File: src/source/mem_pkg.sv
`default_nettype none

package mem_pkg;

	localparam int unsigned ADDR_WIDTH = 32;
	localparam int unsigned LINE_BYTES = 16;
	localparam int unsigned OFFSET_WIDTH = $clog2(LINE_BYTES);

	typedef logic [ADDR_WIDTH-1:0] addr_t; // byte address
	typedef logic [LINE_BYTES*8-1:0] line_t; // one memory line
	typedef logic [LINE_BYTES-1:0] mask_t; // byte enables of a line

	// everything from here up is memory mapped I/O
	localparam addr_t IO_BASE_ADDR = 32'h8000_0000;

	typedef enum logic [1:0] {
		CTRL_IDLE,
		CTRL_ISSUE, // waiting for the memory to be free
		CTRL_BUSY
	} ctrl_state_t;

	typedef enum logic {
		MEM_IDLE,
		MEM_WAITING // access delay, then response
	} mem_state_t;

endpackage

`default_nettype wire

File: src/source/request_queue.sv
`timescale 1ns/1ps
`default_nettype none

module request_queue import mem_pkg::*; #(
	parameter int unsigned QUEUE_DEPTH = 4
) (
	input wire logic clk,
	input wire logic reset,
	input wire logic push,
	input wire logic push_write,
	input wire addr_t push_address,
	input wire mask_t push_mask,
	input wire line_t push_data,
	input wire logic pop,
	output logic empty,
	output logic ready,
	output logic head_write,
	output addr_t head_address,
	output mask_t head_mask,
	output line_t head_data
);

	localparam int unsigned PTR_WIDTH = (QUEUE_DEPTH > 1) ? $clog2(QUEUE_DEPTH) : 1;
	localparam int unsigned COUNT_WIDTH = $clog2(QUEUE_DEPTH + 1);

	logic entry_write [QUEUE_DEPTH];
	addr_t entry_address [QUEUE_DEPTH];
	mask_t entry_mask [QUEUE_DEPTH];
	line_t entry_data [QUEUE_DEPTH];

	logic [PTR_WIDTH-1:0] rd_ptr;
	logic [PTR_WIDTH-1:0] wr_ptr;
	logic [COUNT_WIDTH-1:0] count;
	logic push_ok;
	logic pop_ok;

	assign empty = (count == '0);
	assign ready = (count != COUNT_WIDTH'(QUEUE_DEPTH));
	assign push_ok = push & ready; // client honours ready anyway
	assign pop_ok = pop & ~empty;

	assign head_write = entry_write[rd_ptr];
	assign head_address = entry_address[rd_ptr];
	assign head_mask = entry_mask[rd_ptr];
	assign head_data = entry_data[rd_ptr];

	always_ff @(posedge clk) begin
		if (push_ok) begin
			entry_write[wr_ptr] <= push_write;
			entry_address[wr_ptr] <= push_address;
			entry_mask[wr_ptr] <= push_mask;
			entry_data[wr_ptr] <= push_data;
		end
	end

	always_ff @(posedge clk or posedge reset) begin
		if (reset) begin
			rd_ptr <= '0;
			wr_ptr <= '0;
			count <= '0;
		end else begin
			if (push_ok)
				wr_ptr <= (wr_ptr == PTR_WIDTH'(QUEUE_DEPTH - 1)) ? '0 : wr_ptr + 1'b1;
			if (pop_ok)
				rd_ptr <= (rd_ptr == PTR_WIDTH'(QUEUE_DEPTH - 1)) ? '0 : rd_ptr + 1'b1;
			case ({push_ok, pop_ok})
				2'b10: count <= count + 1'b1;
				2'b01: count <= count - 1'b1;
				default: count <= count; // none or both
			endcase
		end
	end

endmodule

`default_nettype wire

File: config.mk
export PLATFORM = sky130hd
export DESIGN_NAME = request_queue
export DESIGN_NICKNAME = d
export VERILOG_FILES = /design/src/source/mem_pkg.sv /design/src/source/request_queue.sv
export SDC_FILE = /design/constraint.sdc
export NUM_CORES = 1
export LEC_CHECK = 0
export ABC_CLOCK_PERIOD_IN_PS = 4800
export BUFFER_PORTS_ARGS = -buffer_cell sky130_fd_sc_hd__buf_2
export CAP_MARGIN = 10
export CELL_PAD_IN_SITES_DETAIL_PLACEMENT = 0
export CELL_PAD_IN_SITES_GLOBAL_PLACEMENT = 1
export CORE_AREA = 4 4 289 177
export CTS_CLUSTER_DIAMETER = 120
export DETAILED_ROUTE_END_ITERATION = 6
export DIE_AREA = 0 0 293 181
export PLACE_DENSITY = 0.93
export RECOVER_POWER = 25
export SYNTH_ARGS = -nofsm -noshare
export SYNTH_HDL_FRONTEND = slang
export SYNTH_SLANG_ARGS = --single-unit
File: constraint.sdc
create_clock -name clk -period 4.8 [get_ports clk]
set_input_delay 0.48 -clock clk [delete_from_list [all_inputs] [get_ports clk]]
set_output_delay 0.48 -clock clk [all_outputs]
set_load 0.1 [all_outputs]
Yosys cells after proc, flatten, opt, wreduce, memory -nomap -nowiden
Memory sizes are Yosys's and may differ from the RTL's. Cells that the tools add are included.

Bits of input ports: 181. Memories kept: 4. RAM bits: 708. Register bits: 7. Output and inout bits: 179. Word-level logic and storage cells: 26.

Memory list: entry_data (words 4, width 128, rd ports 1, clocked after Yosys merged registers in 0, write ports 1, line request_queue.sv:29) `line_t entry_data [QUEUE_DEPTH];`; entry_address (words 4, width 32, rd ports 1, clocked after Yosys merged registers in 0, write ports 1, line request_queue.sv:27) `addr_t entry_address [QUEUE_DEPTH];`; entry_mask (words 4, width 16, rd ports 1, clocked after Yosys merged registers in 0, write ports 1, line request_queue.sv:28) `mask_t entry_mask [QUEUE_DEPTH];`; entry_write (words 4, width 1, rd ports 1, clocked after Yosys merged registers in 0, write ports 1, line request_queue.sv:26) `logic entry_write [QUEUE_DEPTH];`.

Reductions and logical operators: 2. $add $sub $neg: 4. Equal/unequal tests: 5. Bitwise operators: 3. Multiplexer cells: 5.

Operator list (count): $eq A2 B2 Y1 const B (3); $pmux W3 S2 (1); $add A2 B1 Y2 const B (2); $mux W2 (2); $add A3 B1 Y3 const B (1); $logic_not A3 Y1 (1); $ne A3 B3 Y1 const B (1); $sub A3 B1 Y3 const B (1); $and A1 B1 Y1 (2); $eq A2 B1 Y1 const B (1); $mux W1 (2); $reduce_bool A2 Y1 (1); $not A1 Y1 (1).

Depth between registers and ports, before layout
Word-level depth: 5. Mapped depth: 9. Gate-level depth less buffers: 9.

Worst setup path before layout
Ideal clock, no wire load.

Path type: register -> register. Start: reg count[0]. End: reg count[2]. Setup time: 0.125 ns. Path buffers: 0. Period minus slack after synthesis: 3.751 ns. Data required time: 4.675 ns. Slack: 1.049 ns. Cell stages (with the launch flop): 10. Data arrival time: 3.626 ns. Cells stage by stage: dfrtp_1 nor3_1 nand2b_1 inv_1 ha_1 inv_1 fa_1 xor2_1 nor2_1 xor2_1.

Cells in the longest elaborated chain, start to end: 5. Elaborated cells on any way between the ends: 11. Classes of those cells: add/sub (2); eq/ne (3); mux (1); bitwise (3); reduce/logical (2).

Ends and longest elaborated chain: start, declared (line request_queue.sv:33) `logic [COUNT_WIDTH-1:0] count;`; start signal, assigned (line request_queue.sv:67) `2'b10: count <= count + 1'b1;`; start signal, assigned (line request_queue.sv:68) `2'b01: count <= count - 1'b1;`; start signal, assigned (line request_queue.sv:69) `default: count <= count;`; $logic_not A3 Y1 (*) (line request_queue.sv:37) `assign empty = (count == '0);`; net empty (line request_queue.sv:15) `output logic empty,`; $not A1 Y1 (*) (line request_queue.sv:40) `assign pop_ok = pop & ~empty;`; $and A1 B1 Y1 (*) (line request_queue.sv:40); net pop_ok (line request_queue.sv:35) `logic pop_ok;`; $eq A2 B1 Y1 or $eq A2 B2 Y1 (tied branches) (line request_queue.sv:66) `case ({push_ok, pop_ok})`; $pmux W3 S2 or $reduce_bool A2 Y1 (tied branches).

Mark *: on every way through the listed nets, which the timed path passes. The rest lies on a longest branch. A chain may end at the register's enable or synchronous reset.

Worst setup path after layout
Start: reg rd_ptr[0]. End: out head_data[83].

Cells in the longest elaborated chain, start to end: 1.

Ends and longest elaborated chain: start, declared (line request_queue.sv:31) `logic [PTR_WIDTH-1:0] rd_ptr;`; start signal, assigned (line request_queue.sv:65) `rd_ptr <= (rd_ptr == PTR_WIDTH'(QUEUE_DEPTH - 1)) ? '0 : rd_ptr + 1'b1;`; $mem_v2 Z4 W128; end, declared (line request_queue.sv:20) `output line_t head_data`.

Every way passes these cells.

==> flow_metrics.env <==
export IMPL_syn_to_final_growth_pct=17.4
export IMPL_synth_warnings=0
export IMPL_max_stage_delay_ns=1.08
export IMPL_rsz0062_at_grt="false"
export IMPL_critPathMaxFanout=46
export IMPL_synth_top_cell_area_share=0.818
export IMPL_r2r_end="entry_mask[3][8]"
export IMPL_finalSetupViolCount=0
export IMPL_crit_buf_inv=2
export IMPL_hold_violations=0
export IMPL_drv_slew=0
export IMPL_io_pins=360
export IMPL_drtIter0Drc=907
export IMPL_timing_fmax_mhz=285
export IMPL_critPathKind="reg2out"
export IMPL_fp_dieH_um=181
export IMPL_async_reset_ff_frac=0.00979
export IMPL_hp_class="in2reg"
export IMPL_finalCriticalPeriod_ns=3.50
export IMPL_dieArea_mm2=0.0530
export IMPL_skew_ns=0.0124
export IMPL_die_w_um=293
export IMPL_dp_hpwl_um=30900
export IMPL_synth_flop_cell="edfxtp_1"
export IMPL_grtUsageMet2=0.309
export IMPL_reg2reg_depth=3
export IMPL_cts_htree_levels=2
export IMPL_avgViaCountPerCell=5.67
export IMPL_dr_pass1_iters=5
export IMPL_maxSlewHeadroom=0.330
export IMPL_syn_nets=1154
export IMPL_grt_busiest_layer="met2"
export IMPL_wl_um=50400
export IMPL_cpMaxStageDelayCell="dfrtp_4"
export IMPL_vias=11700
export IMPL_synth_area_leaders="edfxtp_1, mux4_2, dfrtp_1, buf_6, buf_2"
export IMPL_core_mm2=0.0488
export IMPL_gp_congestion=0.741
export IMPL_grt_overflow=0
export IMPL_hold_depth=1
export IMPL_synth_edf_count=708
export IMPL_path_cells="buf_4 > mux4_2 > buf_2"
export IMPL_cp_required_ns=4.32
export IMPL_synth_top_cell_by_area="edfxtp_1"
export IMPL_cts_tree="done"
export IMPL_clk_pin_slew_ns=0.06
export IMPL_clk_latency_ns=0.58
export IMPL_post_cts_resized=0
export IMPL_start_kind="flip-flop"
export IMPL_nNetsFinal=1561
export IMPL_io_buffers=359
export IMPL_grt_max_degree=104
export IMPL_gr_usage_all_layers=0.190
export IMPL_initial_core_util=0.533
export IMPL_numCtsBuffers=60
export IMPL_postSynthAreaPerCell_um2=26.9
export IMPL_fillCellCount=3262
export IMPL_use_met3=0.0418
export IMPL_drive_gt1_frac=0.383
export IMPL_regToRegSetupSlack_ns=2.46
export IMPL_outcome="complete, no violations"
export IMPL_path_delay_family="flip-flops"
export IMPL_layout_worst_path_cycle_share=0.730
export IMPL_crit_arrival_ns=3.02
export IMPL_yosys_cell_count_top_type="edfxtp_1"
export IMPL_syn_instance_count=966
export IMPL_max_clock_path_buffers=3
export IMPL_synth_common_cells="edfxtp_1, mux4_2, buf_2, buf_6, inv_1"
export IMPL_synth_area_mm2=0.0260
export IMPL_antenna_left=0
export IMPL_timing_rr_start="count[2]"
export IMPL_hold_end="entry_data[3][32]"
export IMPL_ys_types=20
export IMPL_cts_root_buf="clkbuf_16"
export IMPL_drc=0
export IMPL_setup_tns_ns=0
export IMPL_cts_num_sinks=715
export IMPL_antenna_found_initial=6
export IMPL_post_drt_wl_per_cell_um=24.4
export IMPL_cp_startpoint="rd_ptr[0]"
export IMPL_ys_ff_latch=715
export IMPL_worstHoldStart="push_data[32]"
export IMPL_tightest_slew_ns=1.01
export IMPL_first_global_vias=12300
export IMPL_seq_area_frac_synth=0.825
export IMPL_cap_violations=0
export IMPL_grt_pass1_wl_um=77000
export IMPL_rows=63
export IMPL_end_kind="output port"
export IMPL_grtUsageMet1=0.270
[layout by cell type, fill, tap and decap left out, types with 2 or more instances in the layout]
cell       Yosys  layout
and3_4         0       4
buf_12         0      11
buf_2         20     245
buf_4          0      14
bufinv_16      0       9
clkbuf_1       6     124
clkbuf_16      0      61
clkinv_1       0      12
clkinv_2       0      11
dfrtp_1        7       5
dfrtp_4        0       2
diode_2        0       3
edfxtp_1     708     708
ha_1           6       6
inv_1          8       8
inv_6          0       2
mux2_2         2       2
mux2_4         2       2
mux4_2       177     177
nor2_1         3       3
xor2_1         2       2
[sequential cells by signal, indices dropped and copies added (netlist names)]
register / cells
entry_write: 4
rd_ptr: 2
wr_ptr: 2
entry_data: 512
count: 3
entry_address: 128
entry_mask: 64
[repair_timing]
item                      4_1_cts  5_1_grt
hold buffers                    1        0
hold endpoints to repair        7        0
buffers inserted                0        0
[through the flow]
step,hold WS (ns),setup slack (ns),instance area (µm²),utilization,std cells
global route,0.102,1.07,30500,0.625,2069
floorplan,0.283,1.05,26000,-,966
global placement,0.451,1.88,28700,0.588,1960
detailed placement,0.455,1.85,28700,0.588,1960
finish,0.124,1.30,30500,0.625,2070
CTS,0.0735,1.20,30600,0.628,2067
[worst register-to-register path, cell delays in order, from the launching register on]
cell	delay, ns
dfrtp_1	0.40
or3b_4	0.29
and3_4	0.58
buf_12	0.54
[cell families (layout without fill, tap and decap cells)]
| group | count (synthesis) | after routing | share of synthesized area |
|---|---|---|---|
| XOR/XNOR | 3 | 3 | 0.00101 |
| adder cells (fa/ha/maj) | 7 | 7 | 0.00366 |
| buffers and inverters | 48 | 499 | 0.0119 |
| flip-flops | 715 | 715 | 0.825 |
| multiplexers | 182 | 182 | 0.156 |
| other | 0 | 3 | 0 |
| AND/OR/NAND/NOR | 11 | 11 | 0.00279 |
[worst max path at each step]
stage	end	cells after the start	slack [ns]
floorplan	count[2]	9	1.05
global placement	head_write	3	1.88
detailed placement	head_data[73]	3	1.85
CTS	head_data[83]	3	1.20
global route	head_data[73]	3	1.07
finish	head_data[83]	3	1.30
[metal layers]
metal	wire, µm	share of wire
met4	953	0.019
met3	3730	0.074
met1	20100	0.40
met5	24	0.00048
met2	25700	0.51
[area by class of cell]
type                            instances  area, µm²  area share
Tap cell                              650        813      0.0267
Antenna cell                            3       7.51    0.000246
Inverter                                8       30.0    0.000985
Timing Repair Buffer                  385       1990      0.0652
Clock inverter                         35        395      0.0130
Multi-Input combinational cell        203       4260       0.140
Sequential cell                       715      21400       0.703
Clock buffer                           71       1560      0.0513
Power is not shown: default switching activity piles up to over one toggle a cycle in this logic, so the estimate is an artifact.
