===== config.mk =====
export PLATFORM = sky130hd
export DESIGN_NAME = response_buffer
export DESIGN_NICKNAME = d
export VERILOG_FILES = /design/src/source/mem_pkg.sv /design/src/source/response_buffer.sv
export SDC_FILE = /design/constraint.sdc
export NUM_CORES = 1
export LEC_CHECK = 0
export BUFFER_PORTS_ARGS = -buffer_cell sky130_fd_sc_hd__buf_4
export CAP_MARGIN = 20
export CORE_MARGIN = 1
export CORE_UTILIZATION = 48
export CTS_BUF_LIST = sky130_fd_sc_hd__clkbuf_8
export DETAILED_ROUTE_END_ITERATION = 12
export PLACE_DENSITY = 0.85
export REMOVE_ABC_BUFFERS = 1
export SYNTH_ARGS = -nofsm -noshare
export SYNTH_HDL_FRONTEND = slang
export SYNTH_SLANG_ARGS = --single-unit

===== constraint.sdc =====
create_clock -name clk -period 10.2 [get_ports clk]
set_clock_uncertainty 0.15 [all_clocks]
set_input_delay 1.02 -clock clk [delete_from_list [all_inputs] [get_ports clk]]
set_output_delay 1.02 -clock clk [all_outputs]
set_load 0.02 [all_outputs]

===== src/source/mem_pkg.sv =====
`default_nettype none

package mem_pkg;

	localparam int unsigned ADDR_WIDTH = 32;
	localparam int unsigned LINE_BYTES = 16;
	localparam int unsigned OFFSET_WIDTH = $clog2(LINE_BYTES);

	typedef logic [ADDR_WIDTH-1:0] addr_t; // byte address
	typedef logic [LINE_BYTES*8-1:0] line_t; // one memory line
	typedef logic [LINE_BYTES-1:0] mask_t; // byte enables of a line

	// everything from here up is memory mapped I/O
	localparam addr_t IO_BASE_ADDR = 32'h8000_0000;

	typedef enum logic [1:0] {
		CTRL_IDLE,
		CTRL_ISSUE, // waiting for the memory to be free
		CTRL_BUSY
	} ctrl_state_t;

	typedef enum logic {
		MEM_IDLE,
		MEM_WAITING // access delay, then response
	} mem_state_t;

endpackage

`default_nettype wire


===== src/source/response_buffer.sv =====
`timescale 1ns/1ps
`default_nettype none

module response_buffer import mem_pkg::*; #(
	parameter int unsigned RESP_DEPTH = 2
) (
	input wire logic clk,
	input wire logic reset,
	input wire logic push,
	input wire addr_t push_address,
	input wire line_t push_data,
	output logic space,
	input wire logic accept,
	output logic valid,
	output addr_t head_address,
	output line_t head_data
);

	localparam int unsigned PTR_WIDTH = (RESP_DEPTH > 1) ? $clog2(RESP_DEPTH) : 1;
	localparam int unsigned COUNT_WIDTH = $clog2(RESP_DEPTH + 1);

	addr_t entry_address [RESP_DEPTH];
	line_t entry_data [RESP_DEPTH];

	logic [PTR_WIDTH-1:0] rd_ptr;
	logic [PTR_WIDTH-1:0] wr_ptr;
	logic [COUNT_WIDTH-1:0] count;
	logic push_ok;
	logic pop_ok;

	assign space = (count != COUNT_WIDTH'(RESP_DEPTH));
	assign valid = (count != '0);
	assign push_ok = push & space;
	assign pop_ok = valid & accept;
	assign head_address = entry_address[rd_ptr];
	assign head_data = entry_data[rd_ptr];

	always_ff @(posedge clk) begin
		if (push_ok) begin
			entry_address[wr_ptr] <= push_address;
			entry_data[wr_ptr] <= push_data;
		end
	end

	always_ff @(posedge clk or posedge reset) begin
		if (reset) begin
			rd_ptr <= '0;
			wr_ptr <= '0;
			count <= '0;
		end else begin
			if (push_ok)
				wr_ptr <= (wr_ptr == PTR_WIDTH'(RESP_DEPTH - 1)) ? '0 : wr_ptr + 1'b1;
			if (pop_ok)
				rd_ptr <= (rd_ptr == PTR_WIDTH'(RESP_DEPTH - 1)) ? '0 : rd_ptr + 1'b1;
			if (push_ok && !pop_ok)
				count <= count + 1'b1;
			else if (pop_ok && !push_ok)
				count <= count - 1'b1;
		end
	end

endmodule

`default_nettype wire


# Word level (Yosys, flattened, before mapping)
# Memory sizes are Yosys's and may differ from the RTL's.
# Index checks and enable logic that the tools add are counted.
dict set report classes {
  addsub 4
  n_eq_ne 1
  muxes 6
  bitwise 2
  reduce_logical 6
}
# operator n
set op_table {}
lappend op_table {{two-way mux 1 bit} 4}
lappend op_table {{two-way mux 2 bit} 2}
lappend op_table {{nonzero test 2 bit} 2}
lappend op_table {{adder 1 bit (second input constant)} 2}
lappend op_table {{adder 2 x 1 -> 2 bit (second input constant)} 1}
lappend op_table {{bitwise AND 1 bit} 2}
lappend op_table {{logical AND 1 bit} 2}
lappend op_table {{zero test 1 bit} 2}
lappend op_table {{!= test 2 bit (second input constant)} 1}
lappend op_table {{subtractor 2 x 1 -> 2 bit (second input constant)} 1}
dict set report word_totals {
  register_bits 4
  ram_bits 320
  output_inout_bits 162
  elab_cells 24
  memories 2
}
# name depth word_bits read_ports rd_ports_with_merged_regs wr line_no
set mem_list {}
lappend mem_list {entry_data 2 128 1 0 1 response_buffer.sv:23} ;# line_t entry_data [RESP_DEPTH];
lappend mem_list {entry_address 2 32 1 0 1 response_buffer.sv:22} ;# addr_t entry_address [RESP_DEPTH];

# Longest topological paths before layout
# Gate-level depths: netlist (run 1).
dict set report logic_depth {
  word_depth 6
  depth_mapped 7
}

# Worst setup path before layout (run 1)
# Ideal clock, no wire load.
dict set report synth_path {
  path_type {input to register}
  startpoint {input push}
  endpoint {memory entry_address[0][0] (netlist bit) (enable)}
  setup_time_ns 0.682
  arrival_ns 7.756
  path_slack_ns 1.612
  path_stages 2
  path_buffers 0
  path_cell_list {nand2_1 nor2_1}
}
dict set report synth_between {
  elab_chain_len 3
}
# item line_no
set synth_rtl {}
lappend synth_rtl {{start: declaration} response_buffer.sv:9} ;# input wire logic push,
lappend synth_rtl {{bitwise AND 1 bit} response_buffer.sv:33} ;# assign push_ok = push & space;
lappend synth_rtl {{two-way mux 1 bit} response_buffer.sv:39} ;# if (push_ok) begin
lappend synth_rtl {{two-way mux 1 bit (not written as such)} response_buffer.sv:40} ;# entry_address[wr_ptr] <= push_address;
lappend synth_rtl {{end: declaration} response_buffer.sv:22}
# Every way passes these cells.

# Worst setup path after layout (run 1)
dict set report layout_path {
  startpoint {register rd_ptr}
  endpoint {output head_address[30]}
}
dict set report layout_between {
  elab_chain_len 1
}
# item line_no
set layout_rtl {}
lappend layout_rtl {{start: declaration} response_buffer.sv:25} ;# logic [PTR_WIDTH-1:0] rd_ptr;
lappend layout_rtl {{start signal: assignment} response_buffer.sv:54} ;# rd_ptr <= (rd_ptr == PTR_WIDTH'(RESP_DEPTH - 1)) ? '0 : rd_ptr + 1'b1;
lappend layout_rtl {{memory (2 x 32 bit)} -}
lappend layout_rtl {{end: declaration} response_buffer.sv:15} ;# output addr_t head_address,
# Every way passes these cells.

==> impl_metrics.toml, run 1 <==
[run_status]
outcome = "finished clean"

[timing]
timing.fmax_ghz = 0.236
hold_viol_final = 0
tightest_slew_ns = 1.06
rsz0062_at_grt = "false"
timing.setup.tns_ns = 0
setup_viol = 0
finalCritPeriodShare = 0.415
slew_headroom = 0.293
min_period_ns = 4.24
slew_violations = 0

[pwr]
cellLeakagePower_uw = 0.00625
irDropWorstVdd_mv = 0.174
p_per_area_nw_per_um2 = 296

[cts]
cts_tree = "built"
clkTransAtPathRegs_ns = 0.06
cts_setup_buffers = 0
cts_resized = 0
ctsHoldBuffers = 0
insertion_delay_ns = 0.54
clkSinkCount = 324
numCtsBuffers = 52
cts_buffer_depth = 3
clockRootBuffer = "clkbuf_8"
htree_levels = 2

[route]
post-route-drc-count = 0
highest_layer = "met4"
vias = 6128
wl_met1_um = 8460
drt_iter0_drc = 393
routed_wl_um = 23700
dr_wl_met3_um = 2050
via_per_inst = 4.91
wire_per_inst_um = 19.0
ant_nets = 0
drt-pass1-iter-count = 4
wl_met2_um = 12600

[floorplan]
dieArea_sq_um = 25900
die_w_um = 161
start_util = 0.493
fp.coreArea_sq_um = 24500
io-pin-count = 326
die_height_um = 161
rows = 57

[place]
placedCellCount = 1154
dp_hpwl_um = 15800
globalplace.congestion = 0.754
io_buffers = 325

[finish]
fillCellCount = 1679
drive_gt1_frac = 0.606
area_growth_pct = 30.7
fin_nets = 1049
most-common-layout-cells = "331 x buf_4, 320 x edfxtp_1, 90 x mux2_4"
final_cell_count_no_fill = 1248
final_common_cell = "buf_4"

[synth]
seq_area_frac_synth = 0.802
ys_warn_count = 0
ys_ff_latch = 324
synth_cells = 517
syn_area_per_cell_sq_um = 23.4
ys_types = 15
syn_area_sq_um = 12100

[global_routing]
grt_pass1_wl_um = 35000
antenna_found_initial = 1
grtUsageTotal = 0.179
grt-ovfl-total = 0
grt_pass1_vias = 6661
grt_start_max_net_pins = 77

[critical_path]
cp.required_ns = 9.03
crit_path_frequent_cell = "buf_4"
slowest_stage = "dfrtp_4"
critPathArrivalTime_ns = 3.07
reg2reg_depth = 4
crit_type = "flip-flop to output pin"
cp-end-kind = "output pin"
max_stage_delay_ns = 0.95
cp_cell_sequence = "buf_4 > mux2_2 > buf_4"
start_kind = "flip-flop"
crit_fanout = 64

[flow_run]
maxCapViolCount = 0

[min_path]
hp-class = "input port to async pin"
cell families (layout without fill, tap and decap cells):
kind of cell | count (synthesis) | count (layout) | synth area share
buf+inv | 20 | 426 | 0.0137
flops | 324 | 324 | 0.802
other cells | 0 | 1 | 0
simple gates | 7 | 7 | 0.00279
xor+xnor | 5 | 5 | 0.00362
mux | 160 | 160 | 0.177
fa+ha+maj | 1 | 1 | 0.00103
metrics by stage:
step                      worst slack [ns]  utilization  total power [uW]  hold WS, ns  area (sq um)
final                                 5.96        0.645              4690        0.204         15800
after global routing                  5.79        0.645              4890        0.168         15800
after CTS                             5.90        0.645              4750        0.159         15800
after detailed placement              6.52        0.605              3710        0.356         14900
after global placement                6.54        0.605              3670        0.329         14900
after floorplan                       1.61            -              3210        0.306         11900
power breakdown:
part	internal [uW]	leakage (uW)	switching [uW]
Clock	557	0.000572	468
Combinational	816	0.00266	905
Sequential	1830	0.00302	118
cell type report:
type | instances | area [sq um] | share of cell area
Antenna cell | 1 | 2.50 | 0.000158
Sequential cell | 324 | 9710 | 0.614
Inverter | 2 | 7.51 | 0.000474
Timing Repair Buffer | 331 | 2480 | 0.157
Tap cell | 324 | 405 | 0.0256
Multi-Input combinational cell | 173 | 2240 | 0.142
Clock buffer | 53 | 729 | 0.0461
Clock inverter | 40 | 239 | 0.0151
synthesized netlist by cell type:
| master | instances | area (sq um) |
|---|---|---|
| inv_1 | 2 | 7.51 |
| mux2_2 | 70 | 788 |
| buf_6 | 11 | 124 |
| buf_2 | 7 | 35.0 |
| nor2_1 | 2 | 7.51 |
| edfxtp_1 | 320 | 9610 |
| or2_2 | 1 | 6.26 |
| and3_1 | 1 | 6.26 |
| xnor2_1 | 3 | 26.3 |
| ha_1 | 1 | 12.5 |
| nand2_1 | 2 | 7.51 |
| nand2b_1 | 1 | 6.26 |
| dfrtp_1 | 4 | 100 |
| xor2_1 | 2 | 17.5 |
| mux2_4 | 90 | 1350 |
worst paths after layout:
path                          start           endpoint  slack (ns)
max in group asynchronous     reset             rd_ptr        9.53
min reg2reg                count[1]           count[1]        0.37
min in group clk           count[1]           count[1]        0.37
max                          rd_ptr   head_address[30]        5.96
max reg2reg                count[0]  entry_data[0][68]        7.40
min                           reset             wr_ptr        0.20
worst max-delay path, delay by kind of cell (launching register included):
family	cells	cell delay (ns)
DFF	1	0.95
buffers and inverters	2	1.03
muxes	1	0.43
sequential cells by signal, indices dropped and copies added, names as in the netlist:
name and flops:
entry_data 256, rd_ptr 1, count 2, entry_address 64, wr_ptr 1
routing by layer:
| layer | vias up | global-route usage |
|---|---|---|
| met5 | - | 0 |
| li1 | 2800 | - |
| met4 | 0 | 0.0733 |
| met3 | 53 | 0.0684 |
| met2 | 259 | 0.319 |
| met1 | 3016 | 0.188 |
No activity file was read; power rests on OpenSTA's default activity.
==> run 2: changes to the inputs <==
==> constraint.sdc (replaced) <==
create_clock -name clk -period 4.2 [get_ports clk]
set_clock_uncertainty 0.15 [all_clocks]
set_input_delay 0.42 -clock clk [delete_from_list [all_inputs] [get_ports clk]]
set_output_delay 0.42 -clock clk [all_outputs]
set_load 0.02 [all_outputs]
==> run 2 against run 1 <==
Sequential share of layout area fell by 5.5 points. First-iteration DRC count fell by 7.4%. Combinational power rose to 2.6 times the previous value. Critical path type unchanged. Largest cell class unchanged. Highest routed layer unchanged.
==> impl_metrics.toml, run 2 (same netlist as run 1, synthesis figures left out) <==
[run_status]
outcome = "finished clean"

[route]
drt_iter0_drc = 364
routed_wl_um = 27500
vias = 6943
post-route-drc-count = 0
via_per_inst = 4.93
ant_nets = 0
drt-pass1-iter-count = 5
wire_per_inst_um = 19.6

[finish]
fin_nets = 1210
most-common-layout-cells = "329 x buf_4, 320 x edfxtp_1, 161 x dlygate4sd3_1"
largestRegisters = "entry_data (256), entry_address (64), count (2)"
drive_gt1_frac = 0.513
largest_reg_flops = 256
final_common_cell = "buf_4"
fillCellCount = 1491
final_area_sq_um = 17400
top_register = "entry_data"
area_growth_pct = 43.6

[critical_path]
reg2reg_from = "count[0]"
start_kind = "flip-flop"
crit_path_frequent_cell = "buf_4"
critPathArrivalTime_ns = 2.19
cp.depth = 3
worstSetupEndpoint = "head_address[24]"
path_buf_inv = 2
timing.rr.end = "entry_data[1][87]"
crit_type = "flip-flop to output pin"
reg2reg_depth = 3
crit_fanout = 44
max_stage_delay_ns = 0.60
cp.required_ns = 3.63
crit_start = "rd_ptr"
ff2ff_setup_slack_ns = 1.76
cp_cell_sequence = "buf_4 > mux2_2 > buf_4"
cp-end-kind = "output pin"
worst_path_dominant_cell_family = "buffers and inverters"
slowest_stage = "buf_4"

[global_routing]
grtUsageTotal = 0.209
grt_start_max_net_pins = 91
grt_pass1_vias = 7717
antenna_found_initial = 4
grt_pass1_wl_um = 41400
grt-ovfl-total = 0

[place]
place_ws_ns = 1.82
dp_hpwl_um = 15500
placed_area_sq_um = 14900
globalplace.congestion = 0.734
io_buffers = 325

[timing]
min_period_ns = 2.76
setup_viol = 0
slew_violations = 0
finalCritPeriodShare = 0.656
hold_viol_final = 0
slew_headroom = 0.364
rsz0062_at_grt = "false"
timing.fmax_ghz = 0.363
worst_slack_ns = 1.44
tightest_slew_ns = 0.955

[cts]
cts_buffer_depth = 3
numCtsBuffers = 51
cts_tree = "built"
clockRootBuffer = "clkbuf_8"
clkSinkCount = 324
htree_levels = 2
cts_resized = 0
insertion_delay_ns = 0.55
clkTransAtPathRegs_ns = 0.06

[floorplan]
io-pin-count = 326
die_height_um = 161
fp.coreArea_sq_um = 24500
dieArea_sq_um = 25900
die_w_um = 161
rows = 57
start_util = 0.493

[pwr]
cellLeakagePower_uw = 0.00686
p_per_area_nw_per_um2 = 658
irDropWorstVdd_mv = 0.479

[flow_run]
maxCapViolCount = 0

[min_path]
min_path_cells = 3
hp-class = "input port to flip-flop"
==> run 2: cell count changes in the layout (fill, tap and decap cells not counted), sizes merged <==
cell and change:
clkinvlp +1, inv -3, dlygate4sd3 +161, clkinv -2, bufinv -3, diode +4
buf +1
==> run 2: worst min-delay path by stage <==
stage / startpoint / endpoint / slack (ns)
3_5_place_dp: reset / count[1] / 0.18
2_1_floorplan: reset / count[0] / 0.04
6_report: accept / rd_ptr / 0.09
5_1_grt: accept / rd_ptr / 0.06
3_3_place_gp: reset / count[1] / 0.18
4_1_cts: accept / rd_ptr / 0.04
==> run 2: per-stage QoR <==
| step | TNS (ns) | cells | power, uW | hold WS, ns | util |
|---|---|---|---|---|---|
| finish | 0 | 1407 | 11400 | 0.0876 | 0.709 |
| CTS | 0 | 1402 | 11500 | 0.0369 | 0.708 |
| floorplan | -1081.35 | 499 | 7640 | 0.0361 | - |
| global route | 0 | 1406 | 11900 | 0.0574 | 0.708 |
| detailed placement | 0 | 1155 | 9040 | 0.183 | 0.607 |
| global placement | 0 | 1155 | 8950 | 0.179 | 0.607 |
==> run 2: worst min-delay path, cell delays in order <==
cell and delay, ns:
buf_4 0.12, nand2_1 0.11, xnor2_1 0.08
==> run 2: cell type report <==
class | count | area [sq um] | area share
flip-flops and latches | 324 | 9710 | 0.559
repair buffers | 493 | 4140 | 0.238
multi-input cells | 173 | 2240 | 0.129
clock buffers | 53 | 729 | 0.0420
well taps | 324 | 405 | 0.0233
clock inverters | 33 | 131 | 0.00756
diodes | 5 | 12.5 | 0.000720
inverters | 2 | 7.51 | 0.000432
==> run 2: power breakdown <==
group,internal (uW),switching (uW),total (uW),leakage (uW)
logic,2110,2400,4500,0.00335
registers,4430,192,4620,0.00302
clock network,1160,1150,2310,0.000499
total,7690,3740,11400,0.00686
==> run 2: timing repair <==
item / in CTS / in global routing
buffers inserted: 0 / 0
endpoints found under the hold margin: 324 / 0
hold buffers: 161 / 0
==> run 2: metal layers <==
layer  GRT usage  up-vias  share of wire
met5           0        -              0
met4      0.0939        0          0.034
met3      0.0548       69          0.068
met2       0.379      296           0.53
met1       0.230     3457           0.37
li1            -     3121              -
==> run 3: changes to the inputs <==
==> constraint.sdc (replaced) <==
create_clock -name clk -period 2.8 [get_ports clk]
set_clock_uncertainty 0.15 [all_clocks]
set_input_delay 0.28 -clock clk [delete_from_list [all_inputs] [get_ports clk]]
set_output_delay 0.28 -clock clk [all_outputs]
set_load 0.02 [all_outputs]
==> run 3 against run 2 <==
Utilization rose by 0.50 points. Worst hold slack got worse by 0.013 ns. Cell count rose by 0.64%. Sequential power rose by 50%. Largest power group unchanged. Highest routed layer unchanged.
==> impl_metrics.toml, run 3 (same netlist as run 1, synthesis figures left out) <==
[cts]
clkTransAtPathRegs_ns = 0.06
cts_resized = 0
ctsHoldBuffers = 163
clockRootBuffer = "clkbuf_8"
htree_levels = 2
cts_setup_buffers = 0
clkSinkCount = 324
insertion_delay_ns = 0.54
numCtsBuffers = 50
cts_buffer_depth = 3
cts_tree = "built"

[timing]
hold_viol_final = 0
slew_violations = 0
finalCritPeriodShare = 0.893
rsz0062_at_grt = "false"
slew_headroom = 0.610
timing.fmax_ghz = 0.400
tightest_slew_ns = 0.585
setup_viol = 0
timing.setup.tns_ns = 0
min_period_ns = 2.50

[route]
ant_nets = 0
vias = 6910
drt-pass1-iter-count = 6
wire_per_inst_um = 19.7
via_per_inst = 4.88
post-route-drc-count = 0
routed_wl_um = 27900
drt_iter0_drc = 324

[place]
dp_hpwl_um = 16000
placed_area_sq_um = 15000
io_buffers = 325
globalplace.congestion = 0.762

[global_routing]
antenna_found_initial = 1
grt-ovfl-total = 0
grt_pass1_wl_um = 41800
grt_pass1_vias = 7540
grt_start_max_net_pins = 83
grtUsageTotal = 0.213

[critical_path]
crit_type = "flip-flop to output pin"
start_kind = "flip-flop"
crit_fanout = 72
cp.required_ns = 2.37
cp-end-kind = "output pin"
critPathArrivalTime_ns = 2.07

[pwr]
cellLeakagePower_uw = 0.00694
power_uw = 17300
irDropWorstVdd_mv = 0.693
p_per_area_nw_per_um2 = 987

[finish]
final_common_cell = "buf_4"
seqCellArea_sq_um = 9710
top_register = "entry_data"
fin_nets = 1218
largest_reg_flops = 256
fin_util = 0.714
fillCellCount = 1416
multiInputGateArea_sq_um = 2240
drive_gt1_frac = 0.517
largestRegisters = "entry_data (256), entry_address (64), count (2)"
most-common-layout-cells = "332 x buf_4, 320 x edfxtp_1, 163 x dlygate4sd3_1"
area_growth_pct = 44.6
final_area_sq_um = 17500

[flow_run]
maxCapViolCount = 0

[floorplan]
rows = 57
die_w_um = 161
io-pin-count = 326
start_util = 0.493
dieArea_sq_um = 25900
fp.coreArea_sq_um = 24500
die_height_um = 161

[run_status]
outcome = "finished clean"

[min_path]
hp-class = "input port to async pin"
[run 3: changes by cell type in the layout (fill, tap and decap cells not counted)]
cell           before  now
inv_6               0    2
buf_4             329  332
clkbuf_8           53   51
dlygate4sd3_1     161  163
clkinv_1           13   11
diode_2             5    1
buf_12              3    7
inv_1              18   20
clkinv_2            3    7
[run 3: layout make-up]
class	count	area share
Sequential cell	324	0.555
Inverter	2	0.000429
Clock buffer	51	0.0401
Clock inverter	39	0.00965
Timing Repair Buffer	502	0.244
Multi-Input combinational cell	173	0.128
Antenna cell	1	0.000143
Tap cell	324	0.0232
[run 3: per-layer routing]
layer | wire length (um) | GRT usage | share of wire
met2 | 15100 | 0.393 | 0.54
met4 | 895 | 0.0845 | 0.032
met1 | 10100 | 0.232 | 0.36
met3 | 1870 | 0.0560 | 0.067
met5 | 0 | 0 | 0
[run 3: path summary, 6_finish.rpt]
kind | from | endpoint | slack, ns | depth (start not counted)
setup / recovery | rd_ptr | head_data[27] | 0.30 | 3
max in group asynchronous | reset | rd_ptr | 2.19 | 3
hold / removal | reset | count[0] | 0.08 | 3
min in group clk | push_data[22] | entry_data[1][22] | 0.30 | 2
setup reg to reg | count[0] | entry_data[1][76] | 0.79 | 3
hold reg to reg | count[1] | count[1] | 0.37 | 1
[run 3: through the flow]
stage               hold slack [ns]  std cells  setup slack (ns)
floorplan                    -0.104        499             -5.47
finish                       0.0751       1416             0.300
detailed placement           0.0670       1162             0.784
global route                 0.0647       1416             0.241
global placement             0.0741       1162             0.885
CTS                          0.0342       1415             0.290
[run 3: critical path, stage by stage (launching register included)]
cell	delay, ns
dfrtp_4	0.45
buf_12	0.34
mux2_2	0.43
buf_4	0.17
[run 3: power by group]
group / internal (uW) / total [uW] / leakage, uW / switching [uW]
clock network: 1700 / 3450 / 0.000516 / 1740
logic: 3250 / 6900 / 0.00341 / 3640
registers: 6630 / 6930 / 0.00302 / 298
