[config.mk]
export PLATFORM = sky130hd
export DESIGN_NAME = mem_controller
export DESIGN_NICKNAME = d
export VERILOG_FILES = /design/src/source/mem_pkg.sv /design/src/source/mem_controller.sv
export SDC_FILE = /design/constraint.sdc
export NUM_CORES = 1
export LEC_CHECK = 0
export ABC_AREA = 0
export BUFFER_PORTS_ARGS = -buffer_cell sky130_fd_sc_hd__buf_2
export CAP_MARGIN = 20
export CORE_AREA = 3 3 150 152
export DETAILED_ROUTE_END_ITERATION = 8
export DIE_AREA = 0 0 153 155
export PLACE_DENSITY = 0.66
export REMOVE_ABC_BUFFERS = 1
export SYNTH_ARGS = -nofsm -noshare
export SYNTH_HDL_FRONTEND = slang
export SYNTH_SLANG_ARGS = --single-unit
[constraint.sdc]
create_clock -name clk -period 8.4 [get_ports clk]
set_input_delay 1.68 -clock clk [delete_from_list [all_inputs] [get_ports clk]]
set_output_delay 1.68 -clock clk [all_outputs]
set_load 0.01 [all_outputs]
[src/source/mem_pkg.sv]
`default_nettype none

package mem_pkg;

	localparam int unsigned ADDR_WIDTH = 32;
	localparam int unsigned LINE_BYTES = 16;
	localparam int unsigned OFFSET_WIDTH = $clog2(LINE_BYTES);

	typedef logic [ADDR_WIDTH-1:0] addr_t; // byte address
	typedef logic [LINE_BYTES*8-1:0] line_t; // one memory line
	typedef logic [LINE_BYTES-1:0] mask_t; // byte enables of a line

	// everything from here up is memory mapped I/O
	localparam addr_t IO_BASE_ADDR = 32'h8000_0000;

	typedef enum logic [1:0] {
		CTRL_IDLE,
		CTRL_ISSUE, // waiting for the memory to be free
		CTRL_BUSY
	} ctrl_state_t;

	typedef enum logic {
		MEM_IDLE,
		MEM_WAITING // access delay, then response
	} mem_state_t;

endpackage

`default_nettype wire

[src/source/mem_controller.sv]
`timescale 1ns/1ps
`default_nettype none

module mem_controller import mem_pkg::*; (
	input wire logic clk,
	input wire logic reset,
	input wire logic queue_empty,
	input wire logic head_write,
	input wire addr_t head_address,
	input wire mask_t head_mask,
	input wire line_t head_data,
	output logic queue_pop,
	input wire logic mem_available,
	output logic mem_read,
	output logic mem_write,
	output addr_t mem_address,
	output mask_t mem_mask,
	output line_t mem_data,
	output addr_t written_max
);

	ctrl_state_t state;
	logic issue_now;

	// strobes are registered, so mem_available never loops back through them
	assign issue_now = (state == CTRL_ISSUE) && mem_available;

	always_ff @(posedge clk or posedge reset) begin
		if (reset) begin
			state <= CTRL_IDLE;
			mem_read <= 1'b0;
			mem_write <= 1'b0;
			queue_pop <= 1'b0;
		end else begin
			mem_read <= 1'b0; // strobes last one cycle
			mem_write <= 1'b0;
			queue_pop <= 1'b0;
			case (state)
				CTRL_IDLE: begin
					if (!queue_empty)
						state <= CTRL_ISSUE;
				end
				CTRL_ISSUE: begin
					if (issue_now) begin
						mem_read <= ~head_write;
						mem_write <= head_write;
						queue_pop <= 1'b1;
						state <= CTRL_BUSY;
					end
				end
				CTRL_BUSY: begin
					// low while the strobe is present, high again once memory is done
					if (mem_available)
						state <= CTRL_IDLE;
				end
				default: state <= CTRL_IDLE;
			endcase
		end
	end

	always_ff @(posedge clk) begin
		if (issue_now) begin
			mem_address <= head_address;
			mem_mask <= head_mask;
			mem_data <= head_data;
		end
	end

	// high-water mark of written lines, I/O window excluded
	always_ff @(posedge clk or posedge reset) begin
		if (reset)
			written_max <= '0;
		else if (mem_write && (mem_address > written_max) && (mem_address < IO_BASE_ADDR))
			written_max <= mem_address;
	end

endmodule

`default_nettype wire

* Word-level counts from Yosys, hierarchy flattened
Cells that the tools add are included.
** Storage, ports and cells
- Register bits :: 213
- Bits of input ports :: 181
- Output and inout bits :: 211
- Logic and storage cells :: 31
** Operators by class
- Order comparisons :: 2
- Eq/ne operators :: 5
- Muxes and demuxes :: 10
- Bitwise gates (word level) :: 1
- Reductions and logical operators :: 5
** Operators by type and width (count)
- $gt 32x32->1 :: 1
- $lt 32x32->1 const B :: 1
- $mux 1 :: 6
- $mux 2 :: 3
- $ne 2x2->1 const B :: 3
- $pmux 2 s3 :: 1
- $logic_and 1x1->1 :: 3
- $reduce_and 3->1 :: 1
- $eq 2x1->1 const B :: 1
- $eq 2x2->1 const B :: 1
- $logic_not 2->1 :: 1
- $not 1->1 :: 1

* Longest topological paths before layout
Gate-level depths: netlist of run 1.
- Depth in word-level cells :: 4
- Mapped depth :: 9
- Gate-level depth less buffers :: 8

* Worst setup path before layout of run 1
OpenSTA, ideal clock, no wires.
- Path kind :: input -> register
- Start :: input mem_available
- End :: register queue_pop
- Setup time :: 896 ps
- Arrival :: 9129 ps
- Data required time :: 7504 ps
- Slack :: -1625 ps
- Stages on the path :: 2
- Buffers on the path :: 0
- Path through :: nand2_1 -> nor2_1
** On the way
- Longest elaborated chain between the ends :: 3
** Ends and longest elaborated chain
- from (decl) :: RTL line mem_controller.sv:13 : input wire logic mem_available,
- $logic_and 1x1->1 :: RTL line mem_controller.sv:26 : assign issue_now = (state == CTRL_ISSUE) && mem_available;
- via issue_now :: RTL line mem_controller.sv:23 : logic issue_now;
- $mux 1 :: RTL line mem_controller.sv:44 : if (issue_now) begin
- $mux 1 :: RTL line mem_controller.sv:38 : case (state)
- to (signal assigned) :: RTL line mem_controller.sv:33 : queue_pop <= 1'b0;
- to (signal assigned) :: RTL line mem_controller.sv:37 : queue_pop <= 1'b0;
- to (signal assigned) :: RTL line mem_controller.sv:47 : queue_pop <= 1'b1;
- to (decl) :: RTL line mem_controller.sv:12 : output logic queue_pop,
The timed path passes the listed nets, and every way through them passes these cells.
A chain may end at the register's enable or synchronous reset.

* Worst setup path in the final report of run 1
- Start :: input mem_available
- End :: register mem_address[28] (enable)
** On the way
- Longest elaborated chain between the ends :: 1
** Ends and longest elaborated chain
- $logic_and 1x1->1 :: RTL line mem_controller.sv:26
- via issue_now :: RTL line mem_controller.sv:23
- to (signal assigned) :: RTL line mem_controller.sv:63 : mem_address <= head_address;
- to (decl) :: RTL line mem_controller.sv:16 : output addr_t mem_address,
The timed path passes the listed nets, and every way through them passes these cells.

==> results.json, run 1 <==
{
  "cp_max_fo": 144,
  "top_level_ports": 392,
  "yosys-top-cells-area": "edfxtp_1 (71%), dfrtp_1 (12%), ha_1 (5.4%), mux2_2 (3.9%), inv_1 (1.8%)",
  "syn_area_mm2": 0.007480,
  "firstDrtPassIters": 4,
  "numCtsBuffers": 23,
  "outcome": "complete, no violations",
  "finalCriticalPeriod_ns": 3.345,
  "synthCells": 374,
  "worst_setup_path_end_kind": "register",
  "crit_path_max_incr_delay_ns": 0.78,
  "fmax_ghz": 0.2989,
  "hold_depth": 1,
  "fp-row-count": 53,
  "yosys.area.top_type": "edfxtp_1",
  "hold_slack_ns": 0.5201,
  "vdd_drop_max_uv": 183.8,
  "setup_viol": 0,
  "yosys_warnings": 0,
  "rsz0062_at_grt": "no",
  "start_util": 0.3536,
  "hold_class": "reg -> reg",
  "cts.sinks": 213,
  "fillers": 1874,
  "clk_latency_ns": 0.52,
  "slew_headroom": 0.3276,
  "vias": 4830,
  "final_core_util": 0.4953,
  "period_share": 0.3982,
  "root_buffer": "clkbuf_16",
  "ctsResizeCount": 0,
  "first_iter_violations": 211,
  "grt_pass1_wl_mm": 30.33,
  "post-place-cells": 1039,
  "core_mm2": 0.02115,
  "post-dp-hpwl_mm": 15.91,
  "crit_path_cell_trace": "buf_2 > nand2_1 > nor2_4 > buf_12",
  "final_hold_viol_count": 0,
  "drtAntennaViolNets": 0,
  "cellLeakagePower_nw": 4.639,
  "seq_area_frac_synth": 0.8304,
  "cp_slowest_cell": "nor2_4",
  "finalNonFillerCells": 1083,
  "die_w_um": 153,
  "yosys.cell_types.count": 26,
  "crit_path_start_kind": "input port",
  "grtUsageTotal": 0.1664,
  "crit_cells": 4,
  "cp_data_required_time_ns": 8.53,
  "avgRoutedWirePerCell_um": 19.08,
  "finClkSkew_ns": 0.02020,
  "worst_pin_slew_ns": 1.006,
  "crit_family": "simple AND/OR/NAND/NOR gates",
  "place_congestion": 0.8545,
  "cp.buffers_inverters": 2,
  "post_cts_buffers": 0,
  "cp.arrival_ns": 3.47,
  "wl_mm": 20.67,
  "power.density_mw_per_mm2": 317.0,
  "htreeDepth": 1,
  "grt-ovfl-total": 0,
  "cts_tree": "done",
  "antenna_found_initial": 12,
  "area_growth_pct": 40.08,
  "postSynthAreaPerCell_um2": 20.00,
  "post-place-ws_ns": 4.561,
  "drc": 0,
  "cts_hold_buf": 0,
  "port_buffers": 391,
  "drive_gt1_frac": 0.5596,
  "fp.dieH_um": 155,
  "yosysTopAreaCellShare": 0.7066,
  "nets": 1002,
  "ff2ff_path_depth": 8,
  "dieArea_mm2": 0.02372,
  "clkTransAtPathRegs_ns": 0.05,
  "grt_pass1_vias": 4993,
  "ys_ff_latch": 213,
  "cap_violations": 0,
  "worst_slack_ns": 5.055,
  "grt_max_degree": 145,
  "final_max_slew_viol_count": 0,
  "crit_type": "in -> reg",
  "cts.path.max_buffers": 3,
  "via_per_inst": 4.460
}
placed cells by master (no fill, tap or decap), drive strengths merged, types with 2 or more instances in the layout:
master,Yosys,final
clkbuf,0,34
buf,3,393
nor3,2,2
nand2,5,5
a21oi,13,13
nand3,3,3
nor2,4,4
diode,0,2
or4,3,3
o21ai,6,6
and2,2,2
mux2,31,31
a21o,3,3
nor2b,3,3
nand4,8,8
clkinv,0,7
ha,32,32
dfrtp,37,37
edfxtp,176,176
inv,36,37
where the power goes:
part / switching [mW] / total (mW) / internal (mW)
logic: 0.499 / 0.839 / 0.340
clock network: 0.399 / 0.927 / 0.528
registers: 0.112 / 1.56 / 1.44
sequential cells by signal, indices dropped and copies added (netlist names):
signal / cells
mem_address: 32
mem_data: 128
mem_mask: 16
mem_read: 1
mem_write: 1
queue_pop: 1
state: 2
written_max: 32
cells in the mapped netlist, drive strengths merged:
cell type / number
dfrtp: 37
o211ai: 1
a31oi: 1
nor2b: 3
and2: 2
mux2: 31
nand3: 3
a22oi: 1
edfxtp: 176
nand2: 5
nand4: 8
a221oi: 1
nor3: 2
a41oi: 1
ha: 32
a211oi: 1
nor2: 4
buf: 3
inv: 36
or4: 3
a2111oi: 1
a21o: 3
o21ai: 6
a21oi: 13
area by class of cell:
class,count,area [µm²],area share
Antenna cell,2,5.005,0.0004777
Clock buffer,34,636.9,0.06078
Clock inverter,8,53.80,0.005135
Inverter,36,135.1,0.01290
Multi-Input combinational cell,122,1107,0.1057
Sequential cell,213,6211,0.5928
Tap cell,275,344.1,0.03284
Timing Repair Buffer,393,1984,0.1894
per-layer routing:
layer	vias to the layer above	routed length, µm	track usage
li1	2256	-	-
met1	2259	7182	0.1796
met2	225	10310	0.2845
met3	68	2066	0.07622
met4	22	980	0.07000
met5	-	132	0
cell families after synthesis:
family / after synthesis / synth area share
buf+inv: 39 / 0.02258
fa+ha+maj: 32 / 0.05353
flops: 213 / 0.8304
mux: 31 / 0.04667
compound gates: 29 / 0.02509
simple gates: 30 / 0.02175
final timing paths:
kind                                             start                     endpoint  slack, ns
setup / recovery                         mem_available    mem_address[28]$_DFFE_PP_       5.05
hold / removal             written_max[14]$_DFFE_PP0P_  written_max[14]$_DFFE_PP0P_       0.52
setup reg to reg             mem_address[30]$_DFFE_PP_  written_max[12]$_DFFE_PP0P_       5.46
hold reg to reg            written_max[14]$_DFFE_PP0P_  written_max[14]$_DFFE_PP0P_       0.52
max in group asynchronous                        reset  written_max[30]$_DFFE_PP0P_       6.46
min in group asynchronous                        reset          queue_pop$_DFF_PP0_       1.35
through the flow:
| stage | total power, mW | cell area (µm²) | setup TNS [ns] |
|---|---|---|---|
| 2_1_floorplan | 2.069 | 7446 | -258.52 |
| 3_3_place_gp | 2.407 | 9782 | 0 |
| 3_5_place_dp | 2.430 | 9782 | 0 |
| 4_1_cts | 3.371 | 10470 | 0 |
| 5_1_grt | 3.516 | 10470 | 0 |
| 6_report | 3.321 | 10480 | 0 |
worst register-to-register path, delay by kind of cell (launching register included):
kind / cells / cell delay, ns
compound gates: 3 / 0.42
flops: 1 / 0.43
buf+inv: 1 / 0.42
simple gates: 2 / 0.77
fa+ha+maj: 1 / 0.35
mux: 1 / 0.42
Power figures use the tool's default switching activity.
==> inputs of run 2 (changes only) <==
- clock period: 8.4 -> 2.88 ns (I/O delays scaled with it)
==> results.json, run 2 (synthesis results as in run 1) <==
{
  "grt_pass1_wl_mm": 30.42,
  "grtUsageTotal": 0.1678,
  "first_iter_violations": 176,
  "finClkSkew_ns": 0.02053,
  "internal_power_mw": 6.896,
  "regMostFlops": "mem_data",
  "grt_pass1_vias": 4986,
  "power.share.clock": 0.288,
  "fin_tns_setup_ns": 0,
  "cts_tree": "done",
  "p_seq_frac": 0.459,
  "period_share": 0.9312,
  "cts_hold_buf": 0,
  "p_switching_mw": 2.964,
  "wl_mm": 20.83,
  "firstDrtPassIters": 4,
  "ff2ff_path_depth": 8,
  "fmax_ghz": 0.3729,
  "finalCriticalPeriod_ns": 2.682,
  "fp-row-count": 53,
  "cp.arrival_ns": 3.07,
  "cellLeakagePower_nw": 4.697,
  "power.density_mw_per_mm2": 930.7,
  "die_w_um": 153,
  "slew_headroom": 0.4401,
  "outcome": "complete, no violations",
  "cp_data_required_time_ns": 3.27,
  "cp_slowest_cell": "or4_1",
  "cts.sinks": 213,
  "worst_pin_slew_ns": 0.8386,
  "htreeDepth": 1,
  "multi_input_comb_area_mm2": 0.001107,
  "top_level_ports": 392,
  "avgRoutedWirePerCell_um": 19.13,
  "clk_latency_ns": 0.52,
  "nets": 1008,
  "place_congestion": 0.8693,
  "grt_max_degree": 64,
  "drive_gt1_frac": 0.5672,
  "antenna_found_initial": 11,
  "post-dp-hpwl_mm": 16.48,
  "layout_commonest_cell": "buf_2",
  "via_per_inst": 4.405,
  "cts.path.max_buffers": 3,
  "setup_viol": 0,
  "core_mm2": 0.02115,
  "clkTransAtPathRegs_ns": 0.06,
  "p_sw_frac": 0.3006,
  "largestRegisters": "mem_data x128, mem_address x32, written_max x32",
  "fp.dieH_um": 155,
  "crit_path_cell_trace": "ha_1 > nand4_1 > or4_1 > o21ai_1 > a21oi_1 > a31oi_4 > buf_4 > mux2_2",
  "crit_type": "reg -> reg",
  "cp_max_fo": 12,
  "final_core_util": 0.5008,
  "area_growth_pct": 41.64,
  "rsz0062_at_grt": "no",
  "final_cell_mix": "buf_2 (391), edfxtp_1 (176), dfrtp_1 (37)",
  "reg2reg_from": "mem_address[14]$_DFFE_PP_",
  "start_util": 0.3536,
  "vdd_drop_max_uv": 598.8,
  "numCtsBuffers": 23,
  "dieArea_mm2": 0.02372,
  "ctsResizeCount": 0,
  "final_hold_viol_count": 0,
  "r2r_setup_slack_ns": 0.20,
  "post_cts_buffers": 0,
  "rr_endpoint": "written_max[15]$_DFFE_PP0P_",
  "fillers": 1847,
  "worst_setup_path_end_kind": "register",
  "crit_path_start_kind": "register",
  "port_buffers": 391,
  "grt-ovfl-total": 0,
  "p_comb_frac": 0.254,
  "hold_class": "in -> async",
  "final_max_slew_viol_count": 0,
  "drc": 0,
  "regArea_mm2": 0.006211,
  "drtAntennaViolNets": 0,
  "cap_violations": 0,
  "vias": 4797,
  "largest_register_ffs": 128,
  "crit_path_max_incr_delay_ns": 0.62,
  "root_buffer": "clkbuf_16"
}
run 2: changes by cell type in the layout (fill, tap and decap cells not counted), sizes merged:
cell	before	now
diode	2	3
bufinv	0	2
clkinvlp	0	1
buf	393	399
clkbuf	34	30
run 2: routing by layer:
| metal | vias up | global-route usage | routed length [µm] |
|---|---|---|---|
| li1 | 2268 | - | - |
| met1 | 2224 | 0.1801 | 7265 |
| met2 | 224 | 0.2866 | 10500 |
| met3 | 67 | 0.07789 | 2033 |
| met4 | 14 | 0.07170 | 942 |
| met5 | - | 0 | 92 |
run 2: worst max-delay path by stage:
stage               depth (start not counted)                       from                     endpoint  slack, ns
CTS                                         8  mem_address[14]$_DFFE_PP_  written_max[15]$_DFFE_PP0P_       0.15
global route                                8  mem_address[11]$_DFFE_PP_   written_max[0]$_DFFE_PP0P_       0.04
finish                                      8  mem_address[14]$_DFFE_PP_  written_max[15]$_DFFE_PP0P_       0.20
detailed placement                          8  mem_address[14]$_DFFE_PP_   written_max[5]$_DFFE_PP0P_       0.16
floorplan                                   2              mem_available          queue_pop$_DFF_PP0_      -6.04
global placement                            8  mem_address[14]$_DFFE_PP_   written_max[3]$_DFFE_PP0P_       0.17
run 2: layout make-up:
cell class	count	share of cell area
antenna	3	0.0007086
sequential	213	0.5863
inverter	36	0.01276
clock inverter	11	0.01134
multi-input combinational	122	0.1045
clock buffer	30	0.05681
timing repair buffer	399	0.1951
tap	275	0.03248
run 2: power by group through the flow:
stage	combinational, mW	clock, mW	sequential (mW)
2_1_floorplan	0.861	0	4.80
3_5_place_dp	2.56	0	4.59
3_3_place_gp	2.53	0	4.56
6_report	2.50	2.84	4.52
5_1_grt	2.77	3.04	4.61
4_1_cts	2.57	2.93	4.53
run 2: critical path: cells and delay by family, from the launching register on:
family / cells / cell delay (ns)
AND/OR/NAND/NOR: 2 / 0.80
AO/OA/AOI/OAI: 3 / 0.42
flip-flops: 1 / 0.42
adder cells (fa/ha/maj): 1 / 0.32
buffers and inverters: 1 / 0.24
multiplexers: 1 / 0.35
run 2: metrics by stage:
stage / instances / cell area [µm²] / worst slack, ns / total power [mW] / hold slack [ns]
floorplan: 371 / 7446 / -6.041 / 5.663 / 0.4462
global placement: 1045 / 9864 / 0.1720 / 7.088 / 0.4899
detailed placement: 1045 / 9864 / 0.1609 / 7.145 / 0.5090
CTS: 1086 / 10590 / 0.1460 / 10.03 / 0.1943
global route: 1088 / 10590 / 0.03809 / 10.42 / 0.1963
finish: 1089 / 10590 / 0.1983 / 9.860 / 0.2191
==> inputs of run 3 (changes only) <==
- CORE_AREA: 3 3 150 152 -> 3 3 152 154
- DIE_AREA: 0 0 153 155 -> 0 0 155 157
- PLACE_DENSITY: 0.66 -> 0.64
==> results.json, run 3 (synthesis results as in run 1) <==
{
  "outcome": "complete, no violations",
  "largestRegisters": "mem_data x128, mem_address x32, written_max x32",
  "drtAntennaViolNets": 0,
  "first_iter_violations": 119,
  "placed_area_mm2": 0.009856,
  "fin_area_mm2": 0.01058,
  "vdd_drop_max_uv": 615.1,
  "regMostFlops": "mem_data",
  "clk_latency_ns": 0.53,
  "cts.sinks": 213,
  "grt_pass1_vias": 5008,
  "dr_wl_met2_mm": 10.63,
  "crit_path_start_kind": "register",
  "post-dp-hpwl_mm": 16.28,
  "htreeDepth": 1,
  "grt-ovfl-total": 0,
  "grtUsageTotal": 0.1613,
  "vias": 4779,
  "avgRoutedWirePerCell_um": 19.02,
  "cts_tree": "done",
  "wl_mm": 20.77,
  "crit_type": "reg -> reg",
  "cp_max_fo": 16,
  "port_buffers": 391,
  "cp.buffers_inverters": 1,
  "place_congestion": 0.8268,
  "cts.path.max_buffers": 3,
  "post_cts_buffers": 0,
  "drive_gt1_frac": 0.5617,
  "ctsResizeCount": 0,
  "hold_slack_ns": 0.1834,
  "multi_input_comb_area_mm2": 0.001107,
  "worst_slack_ns": 0.2204,
  "cp_data_required_time_ns": 3.28,
  "worst_pin_slew_ns": 0.6027,
  "largest_register_ffs": 128,
  "dieArea_mm2": 0.02434,
  "final_max_slew_viol_count": 0,
  "power.density_mw_per_mm2": 923.9,
  "wl_met3_mm": 2.248,
  "rsz0062_at_grt": "no",
  "clkTransAtPathRegs_ns": 0.06,
  "setup_viol": 0,
  "post-place-ws_ns": 0.1967,
  "core_mm2": 0.02182,
  "fp-row-count": 54,
  "cp_slowest_cell": "or4_1",
  "highest_layer": "met5",
  "top_level_ports": 392,
  "regArea_mm2": 0.006211,
  "area_growth_pct": 41.44,
  "via_per_inst": 4.376,
  "fillers": 1925,
  "drc": 0,
  "crit_family": "simple AND/OR/NAND/NOR gates",
  "hold_class": "in -> async",
  "power_mw": 9.773,
  "slew_headroom": 0.5982,
  "root_buffer": "clkbuf_16",
  "cp.arrival_ns": 3.06,
  "fp.dieH_um": 157,
  "worst_setup_path_end_kind": "register",
  "cap_violations": 0,
  "die_w_um": 155,
  "grt_max_degree": 100,
  "drt-met1-wl_mm": 6.868,
  "firstDrtPassIters": 4,
  "period_share": 0.9235,
  "crit_path_cell_trace": "ha_1 > nand4_1 > or4_1 > o21ai_1 > a21oi_1 > a31oi_4 > buf_12 > mux2_2",
  "cellLeakagePower_nw": 4.683,
  "final_hold_viol_count": 0,
  "fmax_ghz": 0.3760,
  "cts_hold_buf": 0,
  "crit_path_max_incr_delay_ns": 0.59,
  "finalCriticalPeriod_ns": 2.660,
  "antenna_found_initial": 10,
  "finClkSkew_ns": 0.01381,
  "start_util": 0.3427,
  "layout_commonest_cell": "buf_2",
  "nets": 1007,
  "grt_pass1_wl_mm": 29.84,
  "numCtsBuffers": 24,
  "final_cell_mix": "buf_2 (391), edfxtp_1 (176), dfrtp_1 (37)"
}
## run 3: final cells by class
cell class / instances / area share
Clock buffer: 31 / 0.06020
Multi-Input combinational cell: 122 / 0.1047
Timing Repair Buffer: 397 / 0.1940
Sequential cell: 213 / 0.5871
Antenna cell: 2 / 0.0004731
Clock inverter: 11 / 0.007688
Tap cell: 280 / 0.03312
Inverter: 36 / 0.01277
## run 3: stage by stage
stage,util,cells,TNS [ns]
finish,0.4847,1092,0
global route,0.4846,1091,0
CTS,0.4845,1090,0
detailed placement,0.4516,1048,0
global placement,0.4516,1048,0
floorplan,-,371,-1048.98
## run 3: worst paths after layout
kind,start,end,slack (ns),cells after the start
worst max-delay path,mem_address[30]$_DFFE_PP_,written_max[2]$_DFFE_PP0P_,0.22,8
worst min register to register,written_max[23]$_DFFE_PP0P_,written_max[23]$_DFFE_PP0P_,0.52,1
min in group clk,head_data[127],mem_data[127]$_DFFE_PP_,0.22,1
worst min-delay path,reset,written_max[17]$_DFFE_PP0P_,0.18,3
worst max register to register,mem_address[30]$_DFFE_PP_,written_max[2]$_DFFE_PP0P_,0.22,8
max in group asynchronous,reset,written_max[3]$_DFFE_PP0P_,2.35,3
## run 3: power by group
group / internal (mW) / switching (mW)
logic: 1.02 / 1.46
clock network: 1.57 / 1.19
registers: 4.21 / 0.332
total: 6.79 / 2.98
## run 3: routing by layer
metal,global-route usage,vias up
met1,0.1694,2207
met4,0.06560,16
met5,0,-
met2,0.2806,234
li1,-,2259
met3,0.07561,63
## run 3: worst reg2reg max path, delay by kind of cell, from the launching register on
kind / cells / cell delay (ns)
AOI/OAI and AO/OA: 3 / 0.47
adders and majority gates: 1 / 0.35
buffers and inverters: 1 / 0.19
and+or+nand+nor: 2 / 0.78
DFF: 1 / 0.41
muxes: 1 / 0.35
